===== src/hw/lsu_config.svh =====
`ifndef LSU_CONFIG_SVH
`define LSU_CONFIG_SVH

// Data and address width of one word
`define LSU_XLEN 32

// Entries in the buffer between issue and access
`define LSU_FIFO_DEPTH 4

// Data RAM depth in words
`define LSU_RAM_WORDS 64

`endif

===== src/hw/lsu_pkg.sv =====
`default_nettype none

`include "lsu_config.svh"

package lsu_pkg;

    // Memory operations handled by the slice
    typedef enum logic [3:0] {
        OP_LD_B  = 4'h0,
        OP_LD_BU = 4'h1,
        OP_LD_H  = 4'h2,
        OP_LD_HU = 4'h3,
        OP_LD_W  = 4'h4,
        OP_ST_B  = 4'h5,
        OP_ST_H  = 4'h6,
        OP_ST_W  = 4'h7,
        OP_LL    = 4'h8,
        OP_SC    = 4'h9
    } mem_op_e;

    // Request travelling from issue to access
    typedef struct packed {
        mem_op_e               op;
        logic [`LSU_XLEN-1:0]  addr;
        logic [`LSU_XLEN-1:0]  wdata;
        logic [4:0]            rd;
        logic                  misalign;
    } mem_req_t;

    // Writeback result
    typedef struct packed {
        logic [4:0]            rd;
        logic [`LSU_XLEN-1:0]  data;
        logic                  we;
        logic                  excp;
    } wb_t;

endpackage

`default_nettype wire


===== src/hw/stage_if.sv =====
`timescale 1ns/100ps
`default_nettype none

interface stage_if #(
    parameter type T = logic
);
    logic valid;
    logic ready;
    T     payload;

    // Payload held stable from valid until the handshake
    modport producer (
        output valid,
        output payload,
        input  ready
    );

    modport consumer (
        input  valid,
        input  payload,
        output ready
    );
endinterface

`default_nettype wire


===== src/hw/lsu_top.sv =====
`timescale 1ns/100ps
`default_nettype none

`include "lsu_config.svh"

module lsu_top (
    input  logic                  clk_i,
    input  logic                  arst_n_i,
    input  logic                  req_valid_i,
    output logic                  req_ready_o,
    input  lsu_pkg::mem_op_e      req_op_i,
    input  logic [`LSU_XLEN-1:0]  req_addr_i,
    input  logic [`LSU_XLEN-1:0]  req_data_i,
    input  logic [4:0]            req_rd_i,
    output logic                  wb_valid_o,
    input  logic                  wb_ready_i,
    output logic [4:0]            wb_rd_o,
    output logic [`LSU_XLEN-1:0]  wb_data_o,
    output logic                  wb_we_o,
    output logic                  wb_excp_o
);
    import lsu_pkg::*;

    localparam int RAM_AW = $clog2(`LSU_RAM_WORDS);

    logic                 ram_en;
    logic                 ram_we;
    logic [3:0]           ram_sel;
    logic [RAM_AW-1:0]    ram_addr;
    logic [`LSU_XLEN-1:0] ram_wdata;
    logic [`LSU_XLEN-1:0] ram_rdata;
    wb_t                  wb;

    stage_if #(.T(mem_req_t)) issue_if ();
    stage_if #(.T(mem_req_t)) access_if ();

    mem_issue u_issue (
        .clk_i       (clk_i),
        .arst_n_i    (arst_n_i),
        .req_valid_i (req_valid_i),
        .req_ready_o (req_ready_o),
        .req_op_i    (req_op_i),
        .req_addr_i  (req_addr_i),
        .req_data_i  (req_data_i),
        .req_rd_i    (req_rd_i),
        .out_o       (issue_if.producer)
    );

    stage_fifo #(
        .T     (mem_req_t),
        .DEPTH (`LSU_FIFO_DEPTH)
    ) u_fifo (
        .clk_i    (clk_i),
        .arst_n_i (arst_n_i),
        .in_i     (issue_if.consumer),
        .out_o    (access_if.producer)
    );

    mem_access u_access (
        .clk_i       (clk_i),
        .arst_n_i    (arst_n_i),
        .in_i        (access_if.consumer),
        .ram_en_o    (ram_en),
        .ram_we_o    (ram_we),
        .ram_sel_o   (ram_sel),
        .ram_addr_o  (ram_addr),
        .ram_wdata_o (ram_wdata),
        .ram_rdata_i (ram_rdata),
        .wb_valid_o  (wb_valid_o),
        .wb_ready_i  (wb_ready_i),
        .wb_o        (wb)
    );

    data_ram u_ram (
        .clk_i   (clk_i),
        .en_i    (ram_en),
        .we_i    (ram_we),
        .sel_i   (ram_sel),
        .addr_i  (ram_addr),
        .wdata_i (ram_wdata),
        .rdata_o (ram_rdata)
    );

    assign wb_rd_o   = wb.rd;
    assign wb_data_o = wb.data;
    assign wb_we_o   = wb.we;
    assign wb_excp_o = wb.excp;

endmodule

`default_nettype wire


===== src/hw/data_ram.sv =====
`timescale 1ns/100ps
`default_nettype none

`include "lsu_config.svh"

module data_ram (
    input  logic                               clk_i,
    input  logic                               en_i,
    input  logic                               we_i,
    input  logic [3:0]                         sel_i,
    input  logic [$clog2(`LSU_RAM_WORDS)-1:0]  addr_i,
    input  logic [`LSU_XLEN-1:0]               wdata_i,
    output logic [`LSU_XLEN-1:0]               rdata_o
);
    logic [`LSU_XLEN-1:0] mem_q [`LSU_RAM_WORDS];

    // Byte lanes written under sel_i and reads registered
    always_ff @(posedge clk_i) begin
        if (en_i) begin
            if (we_i) begin
                for (int i = 0; i < 4; i++) begin
                    if (sel_i[i]) begin
                        mem_q[addr_i][8*i +: 8] <= wdata_i[8*i +: 8];
                    end
                end
            end else begin
                rdata_o <= mem_q[addr_i];
            end
        end
    end

endmodule

`default_nettype wire


===== src/hw/mem_access.sv =====
`timescale 1ns/100ps
`default_nettype none

`include "lsu_config.svh"

module mem_access (
    input  logic                                clk_i,
    input  logic                                arst_n_i,
    stage_if.consumer                           in_i,
    output logic                                ram_en_o,
    output logic                                ram_we_o,
    output logic [3:0]                          ram_sel_o,
    output logic [$clog2(`LSU_RAM_WORDS)-1:0]   ram_addr_o,
    output logic [`LSU_XLEN-1:0]                ram_wdata_o,
    input  logic [`LSU_XLEN-1:0]                ram_rdata_i,
    output logic                                wb_valid_o,
    input  logic                                wb_ready_i,
    output lsu_pkg::wb_t                        wb_o
);
    import lsu_pkg::*;

    localparam int RAM_AW = $clog2(`LSU_RAM_WORDS);

    typedef enum logic [1:0] {
        S_IDLE,
        S_ACCESS,
        S_RESP,
        S_DONE
    } state_e;

    state_e               state_q;
    mem_req_t             req_q;
    logic                 ll_bit_q;
    logic                 sc_ok_q;
    wb_t                  wb_q;
    logic                 sc_ok;
    logic                 rd_write;
    logic [3:0]           byte_sel;
    logic [3:0]           half_sel;
    logic [7:0]           byte_lane;
    logic [15:0]          half_lane;
    logic [`LSU_XLEN-1:0] load_data;

    assign in_i.ready = state_q == S_IDLE;
    assign sc_ok      = (req_q.op == OP_SC) && ll_bit_q;
    assign byte_sel   = 4'b0001 << req_q.addr[1:0];
    assign half_sel   = req_q.addr[1] ? 4'b1100 : 4'b0011;
    assign ram_addr_o = req_q.addr[2 +: RAM_AW];

    // RAM request only for aligned ops in the access cycle
    always_comb begin
        ram_en_o    = 1'b0;
        ram_we_o    = 1'b0;
        ram_sel_o   = 4'b1111;
        ram_wdata_o = req_q.wdata;
        if (state_q == S_ACCESS && !req_q.misalign) begin
            case (req_q.op)
                OP_LD_B, OP_LD_BU: begin
                    ram_en_o  = 1'b1;
                    ram_sel_o = byte_sel;
                end
                OP_LD_H, OP_LD_HU: begin
                    ram_en_o  = 1'b1;
                    ram_sel_o = half_sel;
                end
                OP_LD_W, OP_LL: begin
                    ram_en_o = 1'b1;
                end
                OP_ST_B: begin
                    ram_en_o    = 1'b1;
                    ram_we_o    = 1'b1;
                    ram_sel_o   = byte_sel;
                    ram_wdata_o = {4{req_q.wdata[7:0]}};
                end
                OP_ST_H: begin
                    ram_en_o    = 1'b1;
                    ram_we_o    = 1'b1;
                    ram_sel_o   = half_sel;
                    ram_wdata_o = {2{req_q.wdata[15:0]}};
                end
                OP_ST_W: begin
                    ram_en_o = 1'b1;
                    ram_we_o = 1'b1;
                end
                OP_SC: begin
                    // Failed SC leaves memory alone
                    ram_en_o = sc_ok;
                    ram_we_o = sc_ok;
                end
                default: begin
                    ram_en_o = 1'b0;
                end
            endcase
        end
    end

    // Lane extraction and extension
    assign byte_lane = ram_rdata_i[{req_q.addr[1:0], 3'b000} +: 8];
    assign half_lane = req_q.addr[1] ? ram_rdata_i[31:16] : ram_rdata_i[15:0];

    always_comb begin
        case (req_q.op)
            OP_LD_B:        load_data = {{(`LSU_XLEN-8){byte_lane[7]}}, byte_lane};
            OP_LD_BU:       load_data = {{(`LSU_XLEN-8){1'b0}}, byte_lane};
            OP_LD_H:        load_data = {{(`LSU_XLEN-16){half_lane[15]}}, half_lane};
            OP_LD_HU:       load_data = {{(`LSU_XLEN-16){1'b0}}, half_lane};
            OP_LD_W, OP_LL: load_data = ram_rdata_i;
            OP_SC:          load_data = {{(`LSU_XLEN-1){1'b0}}, sc_ok_q};
            default:        load_data = '0;
        endcase
    end

    // Plain stores write no register
    assign rd_write = !(req_q.op inside {OP_ST_B, OP_ST_H, OP_ST_W});

    always_ff @(posedge clk_i or negedge arst_n_i) begin
        if (!arst_n_i) begin
            state_q  <= S_IDLE;
            ll_bit_q <= 1'b0;
        end else begin
            case (state_q)
                S_IDLE: begin
                    if (in_i.valid) begin
                        state_q <= S_ACCESS;
                    end
                end
                S_ACCESS: begin
                    if (req_q.misalign) begin
                        state_q <= S_DONE;
                    end else begin
                        state_q <= S_RESP;
                        if (req_q.op == OP_LL) begin
                            ll_bit_q <= 1'b1;
                        end else if (sc_ok) begin
                            ll_bit_q <= 1'b0;
                        end
                    end
                end
                S_RESP: begin
                    state_q <= S_DONE;
                end
                S_DONE: begin
                    if (wb_ready_i) begin
                        state_q <= S_IDLE;
                    end
                end
                default: begin
                    state_q <= S_IDLE;
                end
            endcase
        end
    end

    always_ff @(posedge clk_i) begin
        if (in_i.valid && in_i.ready) begin
            req_q <= in_i.payload;
        end
        if (state_q == S_ACCESS) begin
            sc_ok_q <= sc_ok;
        end
        if (state_q == S_ACCESS && req_q.misalign) begin
            wb_q.rd   <= req_q.rd;
            wb_q.data <= '0;
            wb_q.we   <= 1'b0;
            wb_q.excp <= 1'b1;
        end else if (state_q == S_RESP) begin
            wb_q.rd   <= req_q.rd;
            wb_q.data <= load_data;
            wb_q.we   <= rd_write;
            wb_q.excp <= 1'b0;
        end
    end

    assign wb_valid_o = state_q == S_DONE;
    assign wb_o       = wb_q;

    // Result held until the writeback side takes it
    a_wb_hold: assert property (
        @(posedge clk_i) disable iff (!arst_n_i)
            wb_valid_o && !wb_ready_i |=> wb_valid_o && $stable(wb_o)
    );

endmodule

`default_nettype wire


===== src/hw/stage_fifo.sv =====
`timescale 1ns/100ps
`default_nettype none

`include "lsu_config.svh"

module stage_fifo #(
    parameter type T     = logic,
    parameter int  DEPTH = `LSU_FIFO_DEPTH
) (
    input  logic      clk_i,
    input  logic      arst_n_i,
    stage_if.consumer in_i,
    stage_if.producer out_o
);
    localparam int PTR_W = (DEPTH > 1) ? $clog2(DEPTH) : 1;
    localparam int CNT_W = $clog2(DEPTH + 1);

    T                 mem_q [DEPTH];
    logic [PTR_W-1:0] wr_ptr_q;
    logic [PTR_W-1:0] rd_ptr_q;
    logic [CNT_W-1:0] count_q;
    logic             wr_en;
    logic             rd_en;

    assign in_i.ready    = count_q != CNT_W'(DEPTH);
    assign out_o.valid   = count_q != '0;
    assign out_o.payload = mem_q[rd_ptr_q];

    assign wr_en = in_i.valid && in_i.ready;
    assign rd_en = out_o.valid && out_o.ready;

    always_ff @(posedge clk_i) begin
        if (wr_en) begin
            mem_q[wr_ptr_q] <= in_i.payload;
        end
    end

    // Pointers wrap at DEPTH since it need not be a power of two
    always_ff @(posedge clk_i or negedge arst_n_i) begin
        if (!arst_n_i) begin
            wr_ptr_q <= '0;
            rd_ptr_q <= '0;
            count_q  <= '0;
        end else begin
            if (wr_en) begin
                wr_ptr_q <= (wr_ptr_q == PTR_W'(DEPTH - 1)) ? '0 : wr_ptr_q + 1'b1;
            end
            if (rd_en) begin
                rd_ptr_q <= (rd_ptr_q == PTR_W'(DEPTH - 1)) ? '0 : rd_ptr_q + 1'b1;
            end
            case ({wr_en, rd_en})
                2'b10:   count_q <= count_q + 1'b1;
                2'b01:   count_q <= count_q - 1'b1;
                default: count_q <= count_q;
            endcase
        end
    end

    // Full and not draining leaves count and write pointer alone
    a_no_write_full: assert property (
        @(posedge clk_i) disable iff (!arst_n_i)
            count_q == CNT_W'(DEPTH) && !rd_en |=> count_q == CNT_W'(DEPTH) && $stable(wr_ptr_q)
    );

    // Empty and not filling leaves count and read pointer alone
    a_no_read_empty: assert property (
        @(posedge clk_i) disable iff (!arst_n_i)
            count_q == '0 && !wr_en |=> count_q == '0 && $stable(rd_ptr_q)
    );

endmodule

`default_nettype wire


===== src/hw/mem_issue.sv =====
`timescale 1ns/100ps
`default_nettype none

`include "lsu_config.svh"

module mem_issue (
    input  logic                  clk_i,
    input  logic                  arst_n_i,
    input  logic                  req_valid_i,
    output logic                  req_ready_o,
    input  lsu_pkg::mem_op_e      req_op_i,
    input  logic [`LSU_XLEN-1:0]  req_addr_i,
    input  logic [`LSU_XLEN-1:0]  req_data_i,
    input  logic [4:0]            req_rd_i,
    stage_if.producer             out_o
);
    import lsu_pkg::*;

    logic     out_valid_q;
    mem_req_t out_req_q;
    logic     misalign;
    logic     accept;

    // Alignment rule per access size
    always_comb begin
        case (req_op_i)
            OP_LD_H, OP_LD_HU, OP_ST_H: begin
                misalign = req_addr_i[0];
            end
            OP_LD_W, OP_ST_W, OP_LL, OP_SC: begin
                misalign = |req_addr_i[1:0];
            end
            default: begin
                misalign = 1'b0;
            end
        endcase
    end

    // Register empty or draining this cycle
    assign req_ready_o = !out_valid_q || out_o.ready;
    assign accept      = req_valid_i && req_ready_o;

    always_ff @(posedge clk_i or negedge arst_n_i) begin
        if (!arst_n_i) begin
            out_valid_q <= 1'b0;
        end else if (req_ready_o) begin
            out_valid_q <= req_valid_i;
        end
    end

    always_ff @(posedge clk_i) begin
        if (accept) begin
            out_req_q.op       <= req_op_i;
            out_req_q.addr     <= req_addr_i;
            out_req_q.wdata    <= req_data_i;
            out_req_q.rd       <= req_rd_i;
            out_req_q.misalign <= misalign;
        end
    end

    assign out_o.valid   = out_valid_q;
    assign out_o.payload = out_req_q;

    // Stalled request must not change under the FIFO
    property p_hold_payload;
        @(posedge clk_i) disable iff (!arst_n_i)
            out_o.valid && !out_o.ready |=> out_o.valid && $stable(out_o.payload);
    endproperty

    a_hold_payload: assert property (p_hold_payload);

endmodule

`default_nettype wire


===== config.mk =====
export PLATFORM = sky130hd
export DESIGN_NAME = lsu_top
export DESIGN_NICKNAME = d
export VERILOG_FILES = /design/src/hw/lsu_pkg.sv /design/src/hw/stage_if.sv /design/src/hw/lsu_top.sv /design/src/hw/data_ram.sv /design/src/hw/mem_access.sv /design/src/hw/stage_fifo.sv /design/src/hw/mem_issue.sv
export VERILOG_INCLUDE_DIRS = /design/src /design/src/hw
export SDC_FILE = /design/constraint.sdc
export NUM_CORES = 2
export LEC_CHECK = 0
export ABC_AREA = 0
export CORE_ASPECT_RATIO = 0.75
export CORE_MARGIN = 1.5
export CORE_UTILIZATION = 59
export CTS_BUF_LIST = sky130_fd_sc_hd__clkbuf_8
export DETAILED_ROUTE_END_ITERATION = 10
export DONT_BUFFER_PORTS = 1
export PLACE_DENSITY = 0.71
export SYNTH_ARGS = -nofsm -noshare
export SYNTH_HDL_FRONTEND = slang
export SYNTH_SLANG_ARGS = --single-unit

===== constraint.sdc =====
create_clock -name clk_i -period 9.3 [get_ports clk_i]
set_clock_uncertainty 0.15 [all_clocks]
set_input_delay 1.395 -clock clk_i [delete_from_list [all_inputs] [get_ports clk_i]]
set_output_delay 1.395 -clock clk_i [all_outputs]
set_load 0.01 [all_outputs]

# --- After elaboration in Yosys (flattened, before gate mapping) ---
# Memories as Yosys holds them, arrays and structs flattened. A register that Yosys moved wholly into a read port is not among the register bits.
# Index checks and enable logic that the tools add are counted.
word_totals:
  ram_bits: 2344
  mem_count: 2
  out_inout_bits: 41
  word_cells: 121
  reg_bits: 125
op_classes:
  n_reduce_logical: 28
  n_bitwise: 2
  addsub: 4
  n_eq_ne: 26
  shifts: 2
  n_mux: 41
memory_table:
  columns: ["name", "words", "word_bits", "rd", "rd_ports_with_merged_regs", "write_ports", "line_no", "rtl"]
  rows:
  - ["u_ram.mem_q", 64, 32, 1, 1, 1, "data_ram.sv:15", "logic [`LSU_XLEN-1:0] mem_q [`LSU_RAM_WORDS];"]
  - ["u_fifo.mem_q", 4, 74, 1, 1, 1, "stage_fifo.sv:18", "T mem_q [DEPTH];"]
op_table:
  columns: ["operator", "count"]
  rows:
  - ["$pmux W32 S6", 1]
  - ["$mux W39", 2]
  - ["$pmux W32 S2", 1]
  - ["$mux W32", 1]
  - ["$shiftx A32 B6 Y8", 1]
  - ["$eq A4 B3 Y1 const B", 7]
  - ["$mux W1", 23]
  - ["$eq A4 B2 Y1 const B", 4]
  - ["$eq A4 B4 Y1 const B", 4]
  - ["$mux W16", 1]
  - ["$reduce_or A3 Y1", 4]
  - ["$eq A2 B2 Y1 const B", 5]
  - ["$reduce_or A9 Y1", 1]
  - ["$mux W2", 4]
  - ["$mux W4", 2]
  - ["$pmux W2 S4", 1]
  - ["$pmux W4 S2", 1]
  - ["$logic_and A1 B1 Y1", 6]
  - ["$pmux W1 S2", 3]
  - ["$pmux W3 S2", 1]
  - ["$reduce_bool A2 Y1", 3]
  - ["$reduce_bool A3 Y1", 2]
  - ["$add A2 B1 Y2 const B", 2]
  - ["$eq A2 B1 Y1 const B", 2]
  - ["other kinds (15)", 21]

# --- Logic depth before layout (Yosys ltp) ---
logic_depth:
  depth_word: 8
  mapped_depth: 10

# --- Modules after synthesis ---
# Synthesis repeated with hierarchy kept, for this count alone.
hier_totals:
  cells_unflattened: 5579
  area_unflattened_um2: 97449.7
modules_own_cells:
  columns: ["module", "cells_per_inst", "area_each_um2", "instances"]
  rows:
  - ["data_ram", 4670, 79657.6, 1]
  - ["stage_fifo", 427, 11134.4, 1]
  - ["mem_access", 395, 4335.4, 1]
  - ["mem_issue", 87, 2322.2, 1]

# --- Worst setup path after synthesis ---
# No wires, ideal clock.
synth_path:
  path_kind: "register to register"
  from: "register u_access.req_q[6] (netlist name)"
  to: "memory u_ram.mem_q[0][24] (netlist bit) (data pin)"
  synth_period_minus_slack_ns: 4.653
  stages_incl_launch_ff: 3
  setup_ns: 0.703
  required_ns: 8.447
  slack_ns: 4.647
  t_arrival_ns: 3.800
  n_path_buf: 0
  path_cell_list: "edfxtp_1 > a22oi_1 > o21ai_0"
synth_between:
  elab_chain_len: 2
synth_rtl:
  columns: ["element", "line_no", "rtl"]
  rows:
  - ["$pmux W32 S2", "mem_access.sv:57", "case (req_q.op)"]
  - ["$mux W32", "mem_access.sv:56", "if (state_q == S_ACCESS && !req_q.misalign) begin"]
  - ["via ram_wdata[24]", "lsu_top.sv:30", "logic [`LSU_XLEN-1:0] ram_wdata;"]
  - ["to (decl)", "data_ram.sv:15", null]
# The timed path passes the listed nets, and every way through them passes these cells.

# --- Worst setup path in the final report ---
layout_path:
  from: "register u_access.ram_addr_o[1] (netlist name)"
  to: "memory u_ram.mem_q[14][20] (netlist bit), enable pin"
# Straight into the memory's write port.

==> results.json <==
{
  "status": "complete, but fails checks",
  "violations": "DRC, capacitance limit, slew limit",
  "initial_core_util_pct": 59.3,
  "ctsHoldBuffers": 1,
  "slew_headroom_pct": -0.263,
  "crit_slowest_cell": "nor2_1",
  "mostFrequentLayoutCells": "edfxtp_1 (2,386), nor2_1 (391), clkbuf_8 (369)",
  "synth-seq-area-share_pct": 78.0,
  "dr.pass1.iters": 9,
  "synthesis.area_mm2": 0.0931,
  "multiInputGateArea_mm2": 0.0190,
  "fin_crit_ns": 4.98,
  "syn_area_per_cell_um2": 19.1,
  "grt_max_degree": 179,
  "htreeDepth": 5,
  "fin_nets": 5090,
  "io_buffer_count": 0,
  "cts_sinks": 2431,
  "synthTopCellsByArea": "edfxtp_1 (77%), mux4_2 (6.9%), mux2i_1 (3.2%)",
  "routedWlPerCell_um": 31.2,
  "fp-row-count": 126,
  "p_comb_share_pct": 29.1,
  "hold_class": "primary input to flop",
  "hpwlAfterDp_mm": 139,
  "die_x_um": 462,
  "syn2layout_area_growth_pct": 8.74,
  "worstPathRequired_ns": 9.80,
  "viasPerCell": 6.67,
  "worstMarginPinSlew_ns": 1.50,
  "ys_ff_latch": 2431,
  "clk_pin_slew_ns": 0.06,
  "die_y_um": 347,
  "post-route-period-util_pct": 53.5,
  "grt_pass1_wl_mm": 329,
  "fmax_ghz": 0.201,
  "pwr-share-clk_pct": 24.5,
  "synth.yosys.warnings": 0,
  "dieArea_mm2": 0.160,
  "cts_tree": "yes",
  "ys_async_sr_fraction_pct": 0.452,
  "postSynthCellCount": 4861,
  "ff_latch_area_mm2": 0.0726,
  "wl_mm": 229,
  "power_switching_share_pct": 34.1,
  "path_max_fanout": 31,
  "post_cts_resized": 0,
  "crit_path_end_kind": "flop",
  "p_sw_w": 0.0106,
  "vias": 49076,
  "power_density_mw_per_mm2": 306,
  "synth_edf_count": 2386,
  "nFillCells": 10592,
  "critPathMaxStageDelay_ns": 1.18,
  "setup_tns_ns": 0,
  "hold_violations": 0,
  "seq_power_share_pct": 46.4,
  "critPathKind": "flop to flop",
  "ys.flop_type": "edfxtp_1",
  "antenna_found_initial": 11,
  "gr-total-overflow": 0,
  "fp.coreArea_mm2": 0.157,
  "start_kind": "flop",
  "cts_buffers": 362,
  "gp_congestion": 0.886,
  "drt_iter0_drc": 7366,
  "yosysTopAreaCellShare_pct": 77.0,
  "p_int_w": 0.0204,
  "layout_commonest_cell": "edfxtp_1",
  "yosys.area.top_type": "edfxtp_1",
  "slew_violations": 1,
  "post_cts_buffers": 0,
  "rsz0062_at_grt": "no",
  "grt_pass1_vias": 47738,
  "ctsRootBufferMaster": "clkbuf_8",
  "vdd_ir_drop_max_uv": 389,
  "cp_cell_sequence": "buf_4 > buf_4 > nand2b_4 > nor2_1 > nand2_1 > nor2_1",
  "arrival_ns": 5.48,
  "fin_total_pwr_w": 0.0310,
  "final_antenna_net_count": 0,
  "syn_nets": 4950,
  "cts_max_path_buffers": 4,
  "grt_usage_pct": 28.7,
  "final-setup-viol-count": 0,
  "synthDistinctLibCells": 64,
  "drive_gt1_share_pct": 17.4,
  "num_io_pins": 118,
  "maxCapViolCount": 1,
  "total_leakage_power_nw": 32.1,
  "drc": 3,
  "clk_latency_ns": 1.09
}
## flip-flops by register name (all words and copies together) (netlist names)
register and flops:
u_fifo.mem_q 200, u_issue.out_o.payload 50, u_access.state_q 2, u_ram.mem_q 2048
u_issue.out_o.valid 1, u_fifo.count_q 3, u_fifo.wr_ptr_q 2, u_access.req_q 44
u_ram.rdata_o 32, u_access.ram_addr_o 6, u_access.ll_bit_q 1, u_access.sc_ok_q 1
u_fifo.rd_ptr_q 2, u_access.wb_o 39
## power by group through the flow
stage,clock (W),sequential [W],combinational (W)
CTS,0.00766,0.0144,0.00888
global route,0.00812,0.0144,0.00949
floorplan,0,0.0146,0.00549
finish,0.00760,0.0144,0.00903
global placement,0,0.0146,0.00869
detailed placement,0,0.0146,0.00886
## critical path: cells and delay by family, from the launching register on
family        cells  cell delay (ns)
simple gates      4             3.11
buf+inv           2             0.96
flops             1             0.32
## synthesized netlist by cell type, types with 18 or more instances
master	n
o211ai_1	55
nand2_1	115
o21ai_0	139
a22oi_1	139
or2_2	57
buf_1	18
o22ai_1	65
nand3_1	21
mux2_2	28
edfxtp_1	2386
o221ai_1	53
nor2_1	392
buf_4	22
clkbuf_1	130
buf_2	131
mux2i_1	301
mux4_2	284
dfxtp_1	34
o2111ai_1	26
a221oi_1	249
## cell type report
type	count	area share, %
Antenna cell	9	0.0223
Clock buffer	369	5.02
Clock inverter	233	0.946
Inverter	18	0.0742
Multi-Input combinational cell	2097	18.8
Sequential cell	2431	71.7
Tap cell	2112	2.61
Timing Repair Buffer	91	0.776
## path summary, 6_finish.rpt
check / endpoint / depth (start not counted) / slack [ns] / from
min in group asynchronous: u_access.state_q[1] / 1 / 0.70 / arst_n_i
worst max-delay path: u_ram.mem_q[14][20] / 6 / 4.32 / u_access.ram_addr_o[1]
worst min-delay path: u_issue.out_o.payload[12] / 0 / 0.28 / req_data_i[6]
worst max register to register: u_ram.mem_q[14][20] / 6 / 4.32 / u_access.ram_addr_o[1]
max in group asynchronous: u_fifo.rd_ptr_q[0] / 1 / 7.76 / arst_n_i
worst min register to register: u_fifo.mem_q[2][27] / 0 / 0.33 / u_issue.out_o.payload[27]
## stage by stage
step           hold slack, ns  cells  instance area [um^2]  setup WS, ns  utilization, %
6_report                0.276   7360                101000          4.32            64.5
5_1_grt                 0.224   7355                101000          4.42            64.5
4_1_cts                 0.199   7351                101000          4.61            64.4
3_5_place_dp            0.335   6748                 95100          4.64            60.6
3_3_place_gp            0.321   6748                 95100          4.72            60.6
2_1_floorplan           0.309   4861                 93100          4.65               -
## cells by family (layout without fill, tap and decap cells)
| kind of cell | after synthesis | in the layout | share of synthesized area [%] |
|---|---|---|---|
| buffers and inverters | 333 | 711 | 1.72 |
| AND/OR/NAND/NOR | 669 | 669 | 3.14 |
| adder cells (fa/ha/maj) | 13 | 13 | 0.180 |
| XOR/XNOR | 4 | 4 | 0.0376 |
| other | 0 | 9 | 0 |
| flip-flops | 2431 | 2431 | 78.0 |
| multiplexers | 615 | 615 | 10.5 |
| AO/OA/AOI/OAI | 796 | 796 | 6.44 |
## metal layers
layer	part of all wire, %	up-vias	GRT usage, %
met1	40	25363	42.8
met3	12	405	8.17
met2	45	3027	41.3
met5	0.012	-	0
li1	-	20277	-
met4	2.8	4	9.00
(Power assumes the default switching activity.)
